### src/logic/mbzPkg.sv
package mbzPkg;

  // Memory data word, bit 35 is the leftmost bit of the 36-bit word
  typedef logic [35:0] word_t;

  // Physical memory address
  typedef logic [21:0] physAddr_t;

  // Error address register
  // {write, channel, address}
  typedef logic [23:0] eraWord_t;

  // Diagnostic readout select
  typedef enum logic [1:0] {
    diagStatus = 2'd0,
    diagEra    = 2'd1,
    diagData   = 2'd2,
    diagNone   = 2'd3
  } diagSel_t;

  // Request controller states
  typedef enum logic [1:0] {
    idle  = 2'd0,
    start = 2'd1,
    busy  = 2'd2
  } refState_t;

endpackage
### src/logic/memRefIf.sv
`timescale 1ns/1ps

interface memRefIf;
  import mbzPkg::*;

  // Reference start and its attributes
  logic refStart;
  physAddr_t refAddr;
  logic refWrite;
  logic refChan;

  // Completion, refDone comes with either refAck or refNxm
  logic refAck;
  logic refNxm;
  logic refDone;

  modport ctl (
    output refStart, refAddr, refWrite, refChan,
    input refDone
  );

  modport timer (
    input refStart, refWrite,
    output refAck, refNxm, refDone
  );

  modport capture (
    input refStart, refAddr, refWrite, refChan,
    input refAck, refNxm, refDone
  );

endinterface

### src/logic/mbzTop.sv
`timescale 1ns/1ps

module mbzTop #(
  parameter int nxmLimit = 16
) (
  input logic clk,
  input logic rst,
  input logic ebusReq,
  input logic chanReq,
  input logic reqWrite,
  input mbzPkg::physAddr_t reqAddr,
  input logic memAck,
  input mbzPkg::word_t memData,
  input logic memParity,
  input logic errClr,
  input logic diagRead,
  input mbzPkg::diagSel_t diagSel,
  output logic memStart,
  output mbzPkg::physAddr_t memAddr,
  output logic memWrite,
  output logic coreBusy,
  output logic nxmDataValid,
  output mbzPkg::word_t diagData
);
  import mbzPkg::*;

  logic nxmErr;
  logic parErr;
  logic chanNxmErr;
  eraWord_t errAddr;
  word_t readWord;

  memRefIf memRef ();

  memReqCtl reqCtl (
    .clk(clk),
    .rst(rst),
    .ebusReq(ebusReq),
    .chanReq(chanReq),
    .reqWrite(reqWrite),
    .reqAddr(reqAddr),
    .memRef(memRef.ctl),
    .memStart(memStart),
    .coreBusy(coreBusy)
  );

  nxmTimer #(
    .nxmLimit(nxmLimit)
  ) watchdog (
    .clk(clk),
    .rst(rst),
    .memAck(memAck),
    .memRef(memRef.timer),
    .nxmDataValid(nxmDataValid)
  );

  errorCapture errCap (
    .clk(clk),
    .rst(rst),
    .memData(memData),
    .memParity(memParity),
    .errClr(errClr),
    .memRef(memRef.capture),
    .nxmErr(nxmErr),
    .parErr(parErr),
    .chanNxmErr(chanNxmErr),
    .errAddr(errAddr),
    .readWord(readWord)
  );

  diagReadout readout (
    .diagRead(diagRead),
    .diagSel(diagSel),
    .coreBusy(coreBusy),
    .nxmErr(nxmErr),
    .parErr(parErr),
    .chanNxmErr(chanNxmErr),
    .errAddr(errAddr),
    .readWord(readWord),
    .diagData(diagData)
  );

  // Address and direction go to memory straight from the open reference
  assign memAddr = memRef.refAddr;
  assign memWrite = memRef.refWrite;

endmodule

### src/logic/diagReadout.sv
`timescale 1ns/1ps

module diagReadout (
  input logic diagRead,
  input mbzPkg::diagSel_t diagSel,
  input logic coreBusy,
  input logic nxmErr,
  input logic parErr,
  input logic chanNxmErr,
  input mbzPkg::eraWord_t errAddr,
  input mbzPkg::word_t readWord,
  output mbzPkg::word_t diagData
);
  import mbzPkg::*;

  word_t statusWord;
  word_t eraWord;

  always_comb begin
    statusWord = '0;
    statusWord[3:0] = {coreBusy, nxmErr, parErr, chanNxmErr};
    eraWord = word_t'(errAddr);
  end

  // Select literals are scoped since the output port shares a name with one
  always_comb begin
    diagData = '0;
    if (diagRead) begin
      case (diagSel)
        mbzPkg::diagStatus: diagData = statusWord;
        mbzPkg::diagEra: diagData = eraWord;
        mbzPkg::diagData: diagData = readWord;
        mbzPkg::diagNone: diagData = '0;
        default: diagData = '0;
      endcase
    end
  end

endmodule

### src/logic/errorCapture.sv
`timescale 1ns/1ps

module errorCapture (
  input logic clk,
  input logic rst,
  input mbzPkg::word_t memData,
  input logic memParity,
  input logic errClr,
  memRefIf.capture memRef,
  output logic nxmErr,
  output logic parErr,
  output logic chanNxmErr,
  output mbzPkg::eraWord_t errAddr,
  output mbzPkg::word_t readWord
);
  import mbzPkg::*;

  logic readAck;
  logic badParity;
  logic newNxm;
  logic newPar;
  logic newErr;
  logic anyFlag;
  logic eraLoad;
  eraWord_t eraIn;

  always_comb begin
    readAck = memRef.refDone & memRef.refAck & ~memRef.refWrite;
    // Odd parity over the data word and its parity bit
    badParity = ~(^{memData, memParity});
    newPar = readAck & badParity;
    newNxm = memRef.refDone & memRef.refNxm;
    newErr = newPar | newNxm;
    anyFlag = nxmErr | parErr | chanNxmErr;
    // First error wins until errClr
    eraLoad = newErr & (~anyFlag | errClr);
    eraIn = {memRef.refWrite, memRef.refChan, memRef.refAddr};
  end

  // Sticky flags
  always_ff @(posedge clk) begin
    if (rst) begin
      nxmErr <= 1'b0;
      parErr <= 1'b0;
      chanNxmErr <= 1'b0;
    end else begin
      if (errClr) begin
        nxmErr <= 1'b0;
        parErr <= 1'b0;
        chanNxmErr <= 1'b0;
      end
      // A new error in the clear cycle still sets its flag
      if (newNxm) begin
        nxmErr <= 1'b1;
      end
      if (newNxm && memRef.refChan) begin
        chanNxmErr <= 1'b1;
      end
      if (newPar) begin
        parErr <= 1'b1;
      end
    end
  end

  // Error address, errClr leaves it alone
  always_ff @(posedge clk) begin
    if (rst) begin
      errAddr <= '0;
    end else if (eraLoad) begin
      errAddr <= eraIn;
    end
  end

  // Last word read back
  always_ff @(posedge clk) begin
    if (rst) begin
      readWord <= '0;
    end else if (readAck) begin
      readWord <= memData;
    end
  end

endmodule

### src/logic/nxmTimer.sv
`timescale 1ns/1ps

module nxmTimer #(
  parameter int nxmLimit = 16
) (
  input logic clk,
  input logic rst,
  input logic memAck,
  memRefIf.timer memRef,
  output logic nxmDataValid
);

  // Count value seen on the edge that ends the nxmLimit-th cycle
  localparam logic [7:0] lastCount = 8'(nxmLimit - 1);

  logic refOpen;
  logic [7:0] watchCnt;
  logic refLive;
  logic timeUp;
  logic ackHit;
  logic ackPulse;
  logic nxmPulse;
  logic donePulse;

  // Reference counts as open already during its start cycle
  assign refLive = memRef.refStart | refOpen;
  assign timeUp = refOpen && (watchCnt == lastCount);
  // A late acknowledge loses to the timeout
  assign ackHit = refLive & memAck & ~timeUp;

  always_ff @(posedge clk) begin
    if (rst) begin
      refOpen <= 1'b0;
      watchCnt <= 8'd0;
    end else if (ackHit || timeUp) begin
      refOpen <= 1'b0;
      watchCnt <= 8'd0;
    end else if (memRef.refStart) begin
      refOpen <= 1'b1;
      watchCnt <= 8'd1;
    end else if (refOpen) begin
      watchCnt <= watchCnt + 8'd1;
    end
  end

  // Completion pulses
  always_ff @(posedge clk) begin
    if (rst) begin
      ackPulse <= 1'b0;
      nxmPulse <= 1'b0;
      donePulse <= 1'b0;
      nxmDataValid <= 1'b0;
    end else begin
      ackPulse <= ackHit;
      nxmPulse <= timeUp;
      donePulse <= ackHit | timeUp;
      // Substitute data valid so a stalled read can finish
      nxmDataValid <= timeUp & ~memRef.refWrite;
    end
  end

  assign memRef.refAck = ackPulse;
  assign memRef.refNxm = nxmPulse;
  assign memRef.refDone = donePulse;

endmodule

### src/logic/memReqCtl.sv
`timescale 1ns/1ps

module memReqCtl (
  input logic clk,
  input logic rst,
  input logic ebusReq,
  input logic chanReq,
  input logic reqWrite,
  input mbzPkg::physAddr_t reqAddr,
  memRefIf.ctl memRef,
  output logic memStart,
  output logic coreBusy
);
  import mbzPkg::*;

  refState_t state;
  logic startPulse;
  physAddr_t addrReg;
  logic writeReg;
  logic chanReg;
  logic anyReq;

  assign anyReq = ebusReq | chanReq;

  // Control state
  always_ff @(posedge clk) begin
    if (rst) begin
      state <= idle;
      startPulse <= 1'b0;
      coreBusy <= 1'b0;
    end else begin
      case (state)
        idle: begin
          startPulse <= 1'b0;
          if (anyReq) begin
            state <= start;
          end
        end
        start: begin
          // Start pulse and busy rise together
          startPulse <= 1'b1;
          coreBusy <= 1'b1;
          state <= busy;
        end
        busy: begin
          startPulse <= 1'b0;
          if (memRef.refDone) begin
            coreBusy <= 1'b0;
            state <= idle;
          end
        end
        default: begin
          startPulse <= 1'b0;
          coreBusy <= 1'b0;
          state <= idle;
        end
      endcase
    end
  end

  // Reference attributes, held until the next accepted request
  always_ff @(posedge clk) begin
    if (state == idle && anyReq) begin
      addrReg <= reqAddr;
      writeReg <= reqWrite;
      // Channel wins a tie with the EBOX
      chanReg <= chanReq;
    end
  end

  assign memRef.refStart = startPulse;
  assign memRef.refAddr = addrReg;
  assign memRef.refWrite = writeReg;
  assign memRef.refChan = chanReg;

  assign memStart = startPulse;

endmodule

### config.mk
export PLATFORM = sky130hd
export DESIGN_NAME = mbzTop
export DESIGN_NICKNAME = d
export VERILOG_FILES = /design/src/logic/mbzPkg.sv /design/src/logic/memRefIf.sv /design/src/logic/mbzTop.sv /design/src/logic/diagReadout.sv /design/src/logic/errorCapture.sv /design/src/logic/nxmTimer.sv /design/src/logic/memReqCtl.sv
export SDC_FILE = /design/constraint.sdc
export NUM_CORES = 1
export LEC_CHECK = 0
export ABC_AREA = 1
export BUFFER_PORTS_ARGS = -buffer_cell sky130_fd_sc_hd__buf_4
export CORE_MARGIN = 4
export CORE_UTILIZATION = 35
export DETAILED_ROUTE_END_ITERATION = 16
export GPL_ROUTABILITY_DRIVEN = 1
export PLACE_DENSITY = 0.59
export SLEW_MARGIN = 0
export SYNTH_ARGS = -nofsm -noshare
export SYNTH_HDL_FRONTEND = slang
export SYNTH_SLANG_ARGS = --single-unit
### constraint.sdc
create_clock -name clk -period 1.7 [get_ports clk]
set_input_delay 0.17 -clock clk [delete_from_list [all_inputs] [get_ports clk]]
set_output_delay 0.17 -clock clk [all_outputs]
set_load 0.01 [all_outputs]
* Word level (Yosys, flattened, before mapping)
Cells that the tools add are included.
** Storage, ports and cells
- Register bits :: 104
- Input port bits :: 69
- Output and inout bits :: 62
- Logic and storage cells :: 76
** Cells by class
- Add/subtract/negate cells :: 1
- Equality and inequality tests :: 8
- Multiplexer cells :: 14
- Bitwise logic cells :: 20
- Reductions and logical operators :: 15
** Operator list (number)
- $pmux W36 S4 :: 1
- $reduce_xor A37 Y1 :: 1
- $mux W36 :: 1
- $add A8 B1 Y8 const B :: 1
- $and A1 B1 Y1 :: 8
- $eq A8 B4 Y1 const B :: 1
- $mux W1 :: 8
- $reduce_bool A2 Y1 :: 4
- $or A1 B1 Y1 :: 7
- $eq A2 B2 Y1 const B :: 3
- $pmux W2 S3 :: 1
- $not A1 Y1 :: 5
- $eq A2 B1 Y1 const B :: 2
- $logic_not A2 Y1 :: 2
- $mux W2 :: 2
- $ne A2 B1 Y1 const B :: 2
- $reduce_and A2 Y1 :: 2
- $logic_and A1 B1 Y1 :: 3
- $pmux W1 S3 :: 1
- $reduce_or A3 Y1 :: 1
- $reduce_or A2 Y1 :: 1
- $logic_or A1 B1 Y1 :: 1

* Logic depth before layout (Yosys ltp)
Gate-level depths: netlist (run 1).
- Depth after elaboration :: 6
- Gate-level depth with buffers :: 18
- Depth with buffers taken out :: 17

* Hierarchy
Synthesis (run 1) repeated with hierarchy kept, for this count alone.
** Unflattened totals
- Cells, all modules :: 781
- Area, all modules :: 5342.6 um^2
** By module, submodules not included
- errorCapture :: times used 1, cells each 533, area an instance 3355.7 um^2, sequential area each 1261.2 um^2
- memReqCtl :: times used 1, cells each 47, area an instance 893.4 um^2, sequential area each 800.8 um^2
- nxmTimer :: times used 1, cells each 79, area an instance 584.3 um^2, sequential area each 260.2 um^2
- diagReadout :: times used 1, cells each 122, area an instance 509.2 um^2, sequential area each 0.0 um^2

* Worst setup path after synthesis (run 1)
Ideal clock, no wire load.
- Kind :: register to register
- From :: reg reqCtl.state[1]
- To :: reg reqCtl.addrReg[0] (netlist: reqCtl.memRef.refAddr[0]) (enable)
- Setup time :: 0.405 ns
- Data arrival time :: 1.456 ns
- Required time :: 1.295 ns
- Setup slack :: -0.161 ns
- Cell stages (with the launch flop) :: 4
- Cells stage by stage :: dfxtp_1 -> inv_1 -> nand2_1 -> nor2_1
** Between the ends
- Longest elaborated chain between the ends :: 2
** Ends and longest elaborated chain
- from (decl) :: RTL line memReqCtl.sv:16 : refState_t state;
- from (signal assigned) :: RTL line memReqCtl.sv:28 : state <= idle;
- from (signal assigned) :: RTL line memReqCtl.sv:36 : state <= start;
- from (signal assigned) :: RTL line memReqCtl.sv:43 : state <= busy;
- $logic_not A2 Y1 :: RTL line memReqCtl.sv:63 : if (state == idle && anyReq) begin
- $logic_and A1 B1 Y1 :: RTL line memReqCtl.sv:63
- to (signal assigned) :: RTL line memReqCtl.sv:64 : addrReg <= reqAddr;
- to (decl) :: RTL line memReqCtl.sv:18 : physAddr_t addrReg;
Every way passes these cells.
A chain may end at the register's enable or synchronous reset.

* Worst setup path in the final report (run 1)
- From :: in diagSel[0]
- To :: out diagData[15]
** Between the ends
- Longest elaborated chain between the ends :: 3
- Elaborated cells between the ends (all ways) :: 6
- Those cells by class :: eq/ne: 3; mux: 2; reduce/logical: 1
** Ends and longest elaborated chain
- from (decl) :: RTL line mbzTop.sv:17 : input mbzPkg::diagSel_t diagSel,
- $eq A2 B2 Y1 (tied with other cells) :: RTL line diagReadout.sv:29 : case (diagSel)
- $pmux W36 S4 * :: RTL line diagReadout.sv:29
- $mux W36 * :: RTL line diagReadout.sv:28 : if (diagRead) begin
- to (decl) :: RTL line mbzTop.sv:23 : output mbzPkg::word_t diagData
Mark *: on every way between the ends. The rest lies on a longest branch, timed or not.

==> results.cfg, run 1 <==
[cts]
cts_max_path_buffers = 2
cts_root_buffer = clkbuf_16
cts_buffers = 9
clk_pin_slew_worst_paths_ns = 0.07
htreeDepth = 3
cts.sinks = 104
tritoncts = done
clkLatencyLatePin_ns = 0.36

[finish]
drive_gt1_share_pct = 28.6
postLayoutCellArea_mm2 = 0.00745
n_antenna_cell = 0
n_fill_cell = 1537
area_growth_pct = 38.4
fin_nets = 1020

[worst_setup_path]
worst-setup-path-type = in -> out
crit_fanout = 25
cp.required_ns = 1.53
worstSetupStartpointType = primary input
r2r_cells = 11
critPathTopFamily = simple AND/OR/NAND/NOR gates
r2r-end = watchdog.watchCnt[4]
critPathSlowestCell = or2_2
crit_path_max_incr_delay_ns = 0.45
crit_chain = buf_4 > or2_2 > or2_2 > a21oi_1 > buf_4
crit_buf_inv = 2
worstSetupEndpointType = output pin
r2r_slack_ns = 0.12
r2r-start = watchdog.watchCnt[1]
cp.arrival_ns = 1.47

[global_route]
grt_pass1_vias = 4969
antenna_found_initial = 0
grtUsageTotal_pct = 16.1
grt_pass1_wl_mm = 23.1
grt_max_degree = 54
overflow = 0

[sta]
max_freq_mhz = 610
fin_crit_ns = 1.64
fin_skew_ns = 0.00592
setup_viol = 0
hold_viol_final = 0
setup_tns_ns = 0
fin_crit_sh_pct = 96.4
slew_violations = 0
worst_pin_slew_ns = 0.380
slew_headroom_pct = 74.7

[yosys]
syn-num-nets = 849
seq_area_frac_synth_pct = 43.2
post_synth.cell_area_avg_um2 = 6.91
synthesis.area_mm2 = 0.00538
synth-seq-cells = 104
syn_inst = 779
yosysWarnings = 0
ys_types = 29

[detailed_routing]
drt-total-wl_mm = 14.3
wl_per_cell_um = 12.5
via_per_inst = 4.54
drtIter0Drc = 339
firstDrtPassIters = 4
vias = 5186
ant_nets = 0
drc = 0

[power]
intPower_mw = 4.13
p_sw_mw = 1.51
leakage_nw = 3.47
p_per_area_mw_per_mm2 = 757
vdd_drop_max_mv = 0.508
swShare_pct = 26.7
p_comb_share_pct = 16.2
p_clk_share_pct = 36.4
seq_power_share_pct = 47.4

[outcome]
status = finished clean

[min_path]
holdCritStartpoint = rst
min_path_type = in -> reg
whs_endpoint = reqCtl.state[1]
holdPathStages = 2

[run]
max_cap_viol_count = 0

[die]
initial_utilization_pct = 35.5
die_h_um = 132
fp-row-count = 45
dieArea_mm2 = 0.0174
die_w_um = 132
core_area_mm2 = 0.0151
io_pins = 131

[placed_design]
dpl_cell_area_mm2 = 0.00676
place.gp.congestion = 0.773
port_buffers = 130
post-dp-hpwl_mm = 10.5
## state kept, by name, indices dropped and copies added (netlist names)
| signal | count |
|---|---|
| errCap.chanNxmErr | 1 |
| errCap.errAddr | 24 |
| errCap.nxmErr | 1 |
| errCap.parErr | 1 |
| errCap.readWord | 36 |
| reqCtl.coreBusy | 1 |
| reqCtl.memRef.refAddr | 22 |
| reqCtl.memRef.refChan | 1 |
| reqCtl.memRef.refStart | 1 |
| reqCtl.memRef.refWrite | 1 |
| reqCtl.state | 2 |
| watchdog.memRef.refAck | 1 |
| watchdog.memRef.refDone | 1 |
| watchdog.memRef.refNxm | 1 |
| watchdog.nxmDataValid | 1 |
| watchdog.refOpen | 1 |
| watchdog.watchCnt | 8 |
## cell usage after synthesis
| library cell | number | area share [%] |
|---|---|---|
| nand2_1 | 227 | 16 |
| inv_1 | 99 | 6.9 |
| dfxtp_1 | 80 | 30 |
| nor2_1 | 69 | 4.8 |
| a21oi_1 | 64 | 6.0 |
| nand3_1 | 59 | 5.5 |
| o21ai_0 | 38 | 3.5 |
| clkbuf_1 | 30 | 2.1 |
| edfxtp_1 | 24 | 13 |
| or2_2 | 22 | 2.6 |
| a21oi_2 | 20 | 3.3 |
| inv_2 | 7 | 0.49 |
| nand2_2 | 5 | 0.58 |
| nor3_1 | 5 | 0.46 |
| xor2_1 | 5 | 0.81 |
| o211ai_1 | 4 | 0.56 |
| xnor2_1 | 4 | 0.65 |
| buf_4 | 3 | 0.42 |
| buf_12 | 2 | 0.74 |
| buf_2 | 2 | 0.19 |
| nand4_1 | 2 | 0.23 |
| buf_1 | 1 | 0.070 |
| buf_8 | 1 | 0.28 |
| ha_1 | 1 | 0.23 |
| nand3_2 | 1 | 0.19 |
| nand3b_1 | 1 | 0.14 |
| nor2_2 | 1 | 0.12 |
| nor4_1 | 1 | 0.12 |
| o31ai_1 | 1 | 0.14 |
## layer usage
metal	wire length, um	track usage [%]	part of all wire [%]
met5	0	0	0
met4	107	3.85	0.75
met3	750	4.39	5.2
met2	6730	26.7	47
met1	6730	20.9	47
## layout make-up
type	instances	area (um^2)	area share, %
multi-input cells	530	2550	34.2
flip-flops and latches	104	2320	31.2
repair buffers	199	1660	22.2
inverters	106	398	5.34
well taps	188	235	3.16
clock buffers	11	254	3.41
clock inverters	5	37.5	0.504
## kinds of logic after synthesis
family                   after synthesis  synth area share [%]
XOR/XNOR                               9                  1.46
AND/OR/NAND/NOR                      393                  30.5
flip-flops                           104                  43.2
AO/OA/AOI/OAI                        127                  13.4
adder cells (fa/ha/maj)                1                 0.232
buffers and inverters                145                  11.2
## cells in the final DEF, fill, tap and decap left out, drive strengths merged
master / netlist / layout
buf: 9 / 172
xor2: 5 / 5
or2: 22 / 22
nand3: 60 / 60
nand2: 232 / 232
o211ai: 4 / 4
dfxtp: 80 / 80
clkbuf: 30 / 14
nand3b: 1 / 1
nor4: 1 / 1
inv: 106 / 107
ha: 1 / 1
nor2: 70 / 70
edfxtp: 24 / 24
clkinvlp: 0 / 2
o31ai: 1 / 1
nor3: 5 / 5
dlygate4sd3: 0 / 24
o21ai: 38 / 38
clkinv: 0 / 2
xnor2: 4 / 4
nand4: 2 / 2
a21oi: 84 / 84
## what timing repair did
item                                   in CTS  in global routing
endpoints found under the hold margin      24                  0
hold buffers                               24                  0
resized for setup                           0                 30
buffers inserted                            0                  1
setup endpoints to repair                   0                 34
## worst max path at each step
stage / from / end / slack (ns) / cells after the start
after global placement: memData[1] / errCap.errAddr[21] / -0.18 / 18
after detailed placement: memData[1] / errCap.errAddr[7] / -0.21 / 18
after floorplan: watchdog.watchCnt[0] / watchdog.watchCnt[2] / 0.07 / 12
after CTS: watchdog.watchCnt[0] / watchdog.watchCnt[2] / 0.02 / 11
final: diagSel[0] / diagData[15] / 0.06 / 5
after global routing: memData[11] / errCap.errAddr[11] / -0.02 / 18
## power by group through the flow
stage | Clock, mW | Combinational [mW] | Sequential, mW
after floorplan | 0 | 0.410 | 2.75
after global placement | 0 | 0.847 | 2.73
after detailed placement | 0 | 0.853 | 2.73
after CTS | 2.11 | 0.900 | 2.67
after global routing | 2.21 | 1.02 | 2.68
final | 2.05 | 0.911 | 2.67
## through the flow
step	power [mW]	worst slack, ns	utilization [%]	cells	hold WS [ns]
4_1_cts	5.69	0.0244	48.1	1139	0.0589
6_report	5.64	0.0619	49.2	1143	0.0761
3_3_place_gp	3.57	-0.178	44.6	1099	0.348
5_1_grt	5.91	-0.0183	49.2	1143	0.0749
2_1_floorplan	3.16	0.0675	-	779	0.249
3_5_place_dp	3.58	-0.208	44.6	1099	0.349
(Power assumes the default switching activity.)
==> inputs of run 2 (changes only) <==
--- a/config.mk
+++ b/config.mk
@@ -5,13 +5,12 @@
 export SDC_FILE = /design/constraint.sdc
 export NUM_CORES = 1
 export LEC_CHECK = 0
-export ABC_AREA = 1
 export BUFFER_PORTS_ARGS = -buffer_cell sky130_fd_sc_hd__buf_4
 export CORE_MARGIN = 4
 export CORE_UTILIZATION = 35
 export DETAILED_ROUTE_END_ITERATION = 16
 export GPL_ROUTABILITY_DRIVEN = 1
-export PLACE_DENSITY = 0.59
+export PLACE_DENSITY = 0.61
 export SLEW_MARGIN = 0
 export SYNTH_ARGS = -nofsm -noshare
 export SYNTH_HDL_FRONTEND = slang
==> run 2 against run 1 <==
Net effect:
- the run now ends with negative setup slack left
- wire length shrank 6.6%
- hold slack lost 0.053 ns
- power is 19% higher
- largest cell class unchanged
- clock skew about the same
- critical path depth rose by 4
- die area is 13% lower
==> results.cfg, run 2 <==
[finish]
mostFrequentLayoutCells = 148 x buf_4, 86 x nand2_1, 80 x dfxtp_1, 45 x nor2_1
area_growth_pct = 46.4
drive_gt1_share_pct = 30.7
largest_reg_flops = 36
ff_latch_area_mm2 = 0.00232
postLayoutCellArea_mm2 = 0.00680
final_common_cell = buf_4
fin_nets = 733
fin_cells = 840
n_antenna_cell = 0
n_fill_cell = 1165
utilization_pct = 53.0
multi_input_area_mm2 = 0.00235
top_register = errCap.readWord

[sta]
fin_crit_sh_pct = 111
grt_setup_unrepaired = yes
hold_viol_final = 0
slew_violations = 0
setup_viol = 25
fin_crit_ns = 1.88
fin_skew_ns = 0.00596
worst_pin_slew_ns = 0.488
timing.final.ws_setup_ns = -0.181
slew_headroom_pct = 67.5
max_freq_mhz = 532

[placed_design]
port_buffers = 130
post-dp-hpwl_mm = 9.36
pre_cts_slack_ns = -0.892
dpl_cell_area_mm2 = 0.00597
dp.cells = 795
place.gp.congestion = 0.779

[die]
io_pins = 131
initial_utilization_pct = 36.2
die_h_um = 123
die_w_um = 123
core_area_mm2 = 0.0128
fp-row-count = 41
dieArea_mm2 = 0.0152

[cts]
cts_root_buffer = clkbuf_16
cts_buffers = 9
htreeDepth = 3
clkLatencyLatePin_ns = 0.34
cts_max_path_buffers = 2
clk_pin_slew_worst_paths_ns = 0.07
tritoncts = done
cts.sinks = 104

[yosys]
synth_top_family_by_area = simple AND/OR/NAND/NOR gates
synth-main-ff-cell = dfxtp_1
synth_simple_gate_area_share_pct = 18.5
synth_edf_count = 24
synthesis.area_mm2 = 0.00464
yosysWarnings = 0
synth_fa_ha_area_share_pct = 0.269
yosys-top-cells-count = 86 x nand2_1, 80 x dfxtp_1, 45 x nor2_1
post_synth.cell_area_avg_um2 = 9.34
synth.most_common_cell = nand2_1
ys_types = 34
synthTopCellsByArea = dfxtp_1 34%, edfxtp_1 16%, a22oi_1 7.0%, nand2_1 7.0%, xnor2_1 5.1%
synthXorXnorAreaFrac_pct = 8.54
synth-async-reset-ratio_pct = 0
seq_area_frac_synth_pct = 50.0
syn-num-nets = 567
synth_top_cell_by_area = dfxtp_1
synth_mux_area_share_pct = 1.29
synth-seq-cells = 104
synth_compound_area_share_pct = 18.0
yosysTopAreaCellShare_pct = 34.5
syn_inst = 497

[detailed_routing]
drt-total-wl_mm = 13.4
drc = 0
firstDrtPassIters = 5
via_per_inst = 4.96
vias = 4164
drtIter0Drc = 420
wl_per_cell_um = 15.9
ant_nets = 0

[power]
vdd_drop_max_mv = 0.593
p_sw_mw = 1.80
p_clk_share_pct = 33.4
p_per_area_mw_per_mm2 = 988
leakage_nw = 2.68
p_comb_share_pct = 26.4
finalPower_mw = 6.72
seq_power_share_pct = 40.2
swShare_pct = 26.8
intPower_mw = 4.91

[min_path]
holdPathStages = 2
min_path_type = in -> reg
whs_endpoint = watchdog.refOpen
holdCritStartpoint = memAck

[run]
max_cap_viol_count = 0

[worst_setup_path]
crit_top_cell = xor2_4
cp.arrival_ns = 2.11
critPathTopFamily = XOR/XNOR gates
r2r_cells = 6
cp.required_ns = 1.93
r2r-end = errCap.errAddr[9]
worst-setup-path-type = in -> reg
crit_fanout = 5
r2r_slack_ns = -0.07
worstSetupStartpointType = primary input
r2r-start = errCap.parErr
worstSetupEndpointType = flip-flop
crit_chain = buf_8 > xor2_4 > xnor2_2 > xnor2_1 > xnor3_2 > xor2_4 > nor3_4 > buf_4 > a221o_1
crit_buf_inv = 2
crit_path_max_incr_delay_ns = 0.51
critPathSlowestCell = xnor3_2

[global_route]
grt_max_degree = 43
grt_pass1_vias = 4041
antenna_found_initial = 0
grtUsageTotal_pct = 17.4
overflow = 0
grt_pass1_wl_mm = 20.6

[outcome]
violations = negative setup slack
status = finished, violations left
## run 2: cell types whose count changed after synthesis, sizes merged, moves of 14 or more
| cell | previous run | this run |
|---|---|---|
| a22oi | 0 | 43 |
| nand3 | 60 | 3 |
| o21ai | 38 | 7 |
| nor2 | 70 | 45 |
| and3 | 0 | 14 |
| nand2 | 232 | 86 |
| or2 | 22 | 0 |
| nor2b | 0 | 24 |
| xnor2 | 4 | 29 |
| a221o | 0 | 23 |
| a21oi | 84 | 43 |
| inv | 106 | 2 |
## run 2: final cells by class
type | instances | share of cell area [%]
clock buffer | 11 | 3.57
clock inverter | 5 | 1.18
inverter | 2 | 0.110
multi-input combinational | 357 | 34.5
sequential | 104 | 34.2
tap | 172 | 3.17
timing repair buffer | 189 | 23.3
## run 2: stage by stage
step / setup TNS (ns) / hold WS, ns
6_report: -3.58 / 0.0233
5_1_grt: -4.95 / 0.00658
4_1_cts: -4.33 / 0.00626
3_5_place_dp: -20.82 / 0.349
3_3_place_gp: -20.80 / 0.348
2_1_floorplan: -4.82 / 0.249
## run 2: what timing repair did
action	4_1_cts	5_1_grt
cloned	1	0
pin swaps	11	2
buffers inserted	3	3
resized for setup	8	28
hold buffers	23	0
endpoints found under the setup margin	23	25
hold endpoints to repair	23	0
## run 2: worst max-delay path by stage
stage                startpoint            endpoint  cells past startpoint
global route         memData[6]   errCap.errAddr[2]                      9
detailed placement   memData[6]  errCap.errAddr[20]                      8
floorplan            memData[6]  errCap.errAddr[22]                      8
finish               memData[6]   errCap.errAddr[2]                      9
CTS                 memData[10]   errCap.errAddr[2]                     10
global placement     memData[4]  errCap.errAddr[12]                      8
## run 2: per-layer routing
metal	track usage, %	up-vias	part of all wire (%)
li1	-	2079	-
met5	0	-	0
met1	23.4	1955	45
met4	6.78	0	1.6
met3	3.61	14	5.5
met2	27.6	116	48
## run 2: cell families (layout without fill, tap and decap cells)
kind of cell | Yosys count | in the layout
xor gates and xnor gates | 41 | 41
buffers and inverters | 37 | 207
and+or+nand+nor | 189 | 190
DFF | 104 | 104
muxes | 6 | 6
adders and majority gates | 1 | 1
AOI/OAI and AO/OA | 119 | 119
## run 2: power by group through the flow
stage,sequential [mW],clock (mW),combinational (mW)
after CTS,2.70,2.29,1.45
after global placement,2.75,0,1.24
after detailed placement,2.75,0,1.25
final,2.70,2.24,1.78
after global routing,2.71,2.38,1.90
after floorplan,2.76,0,0.623
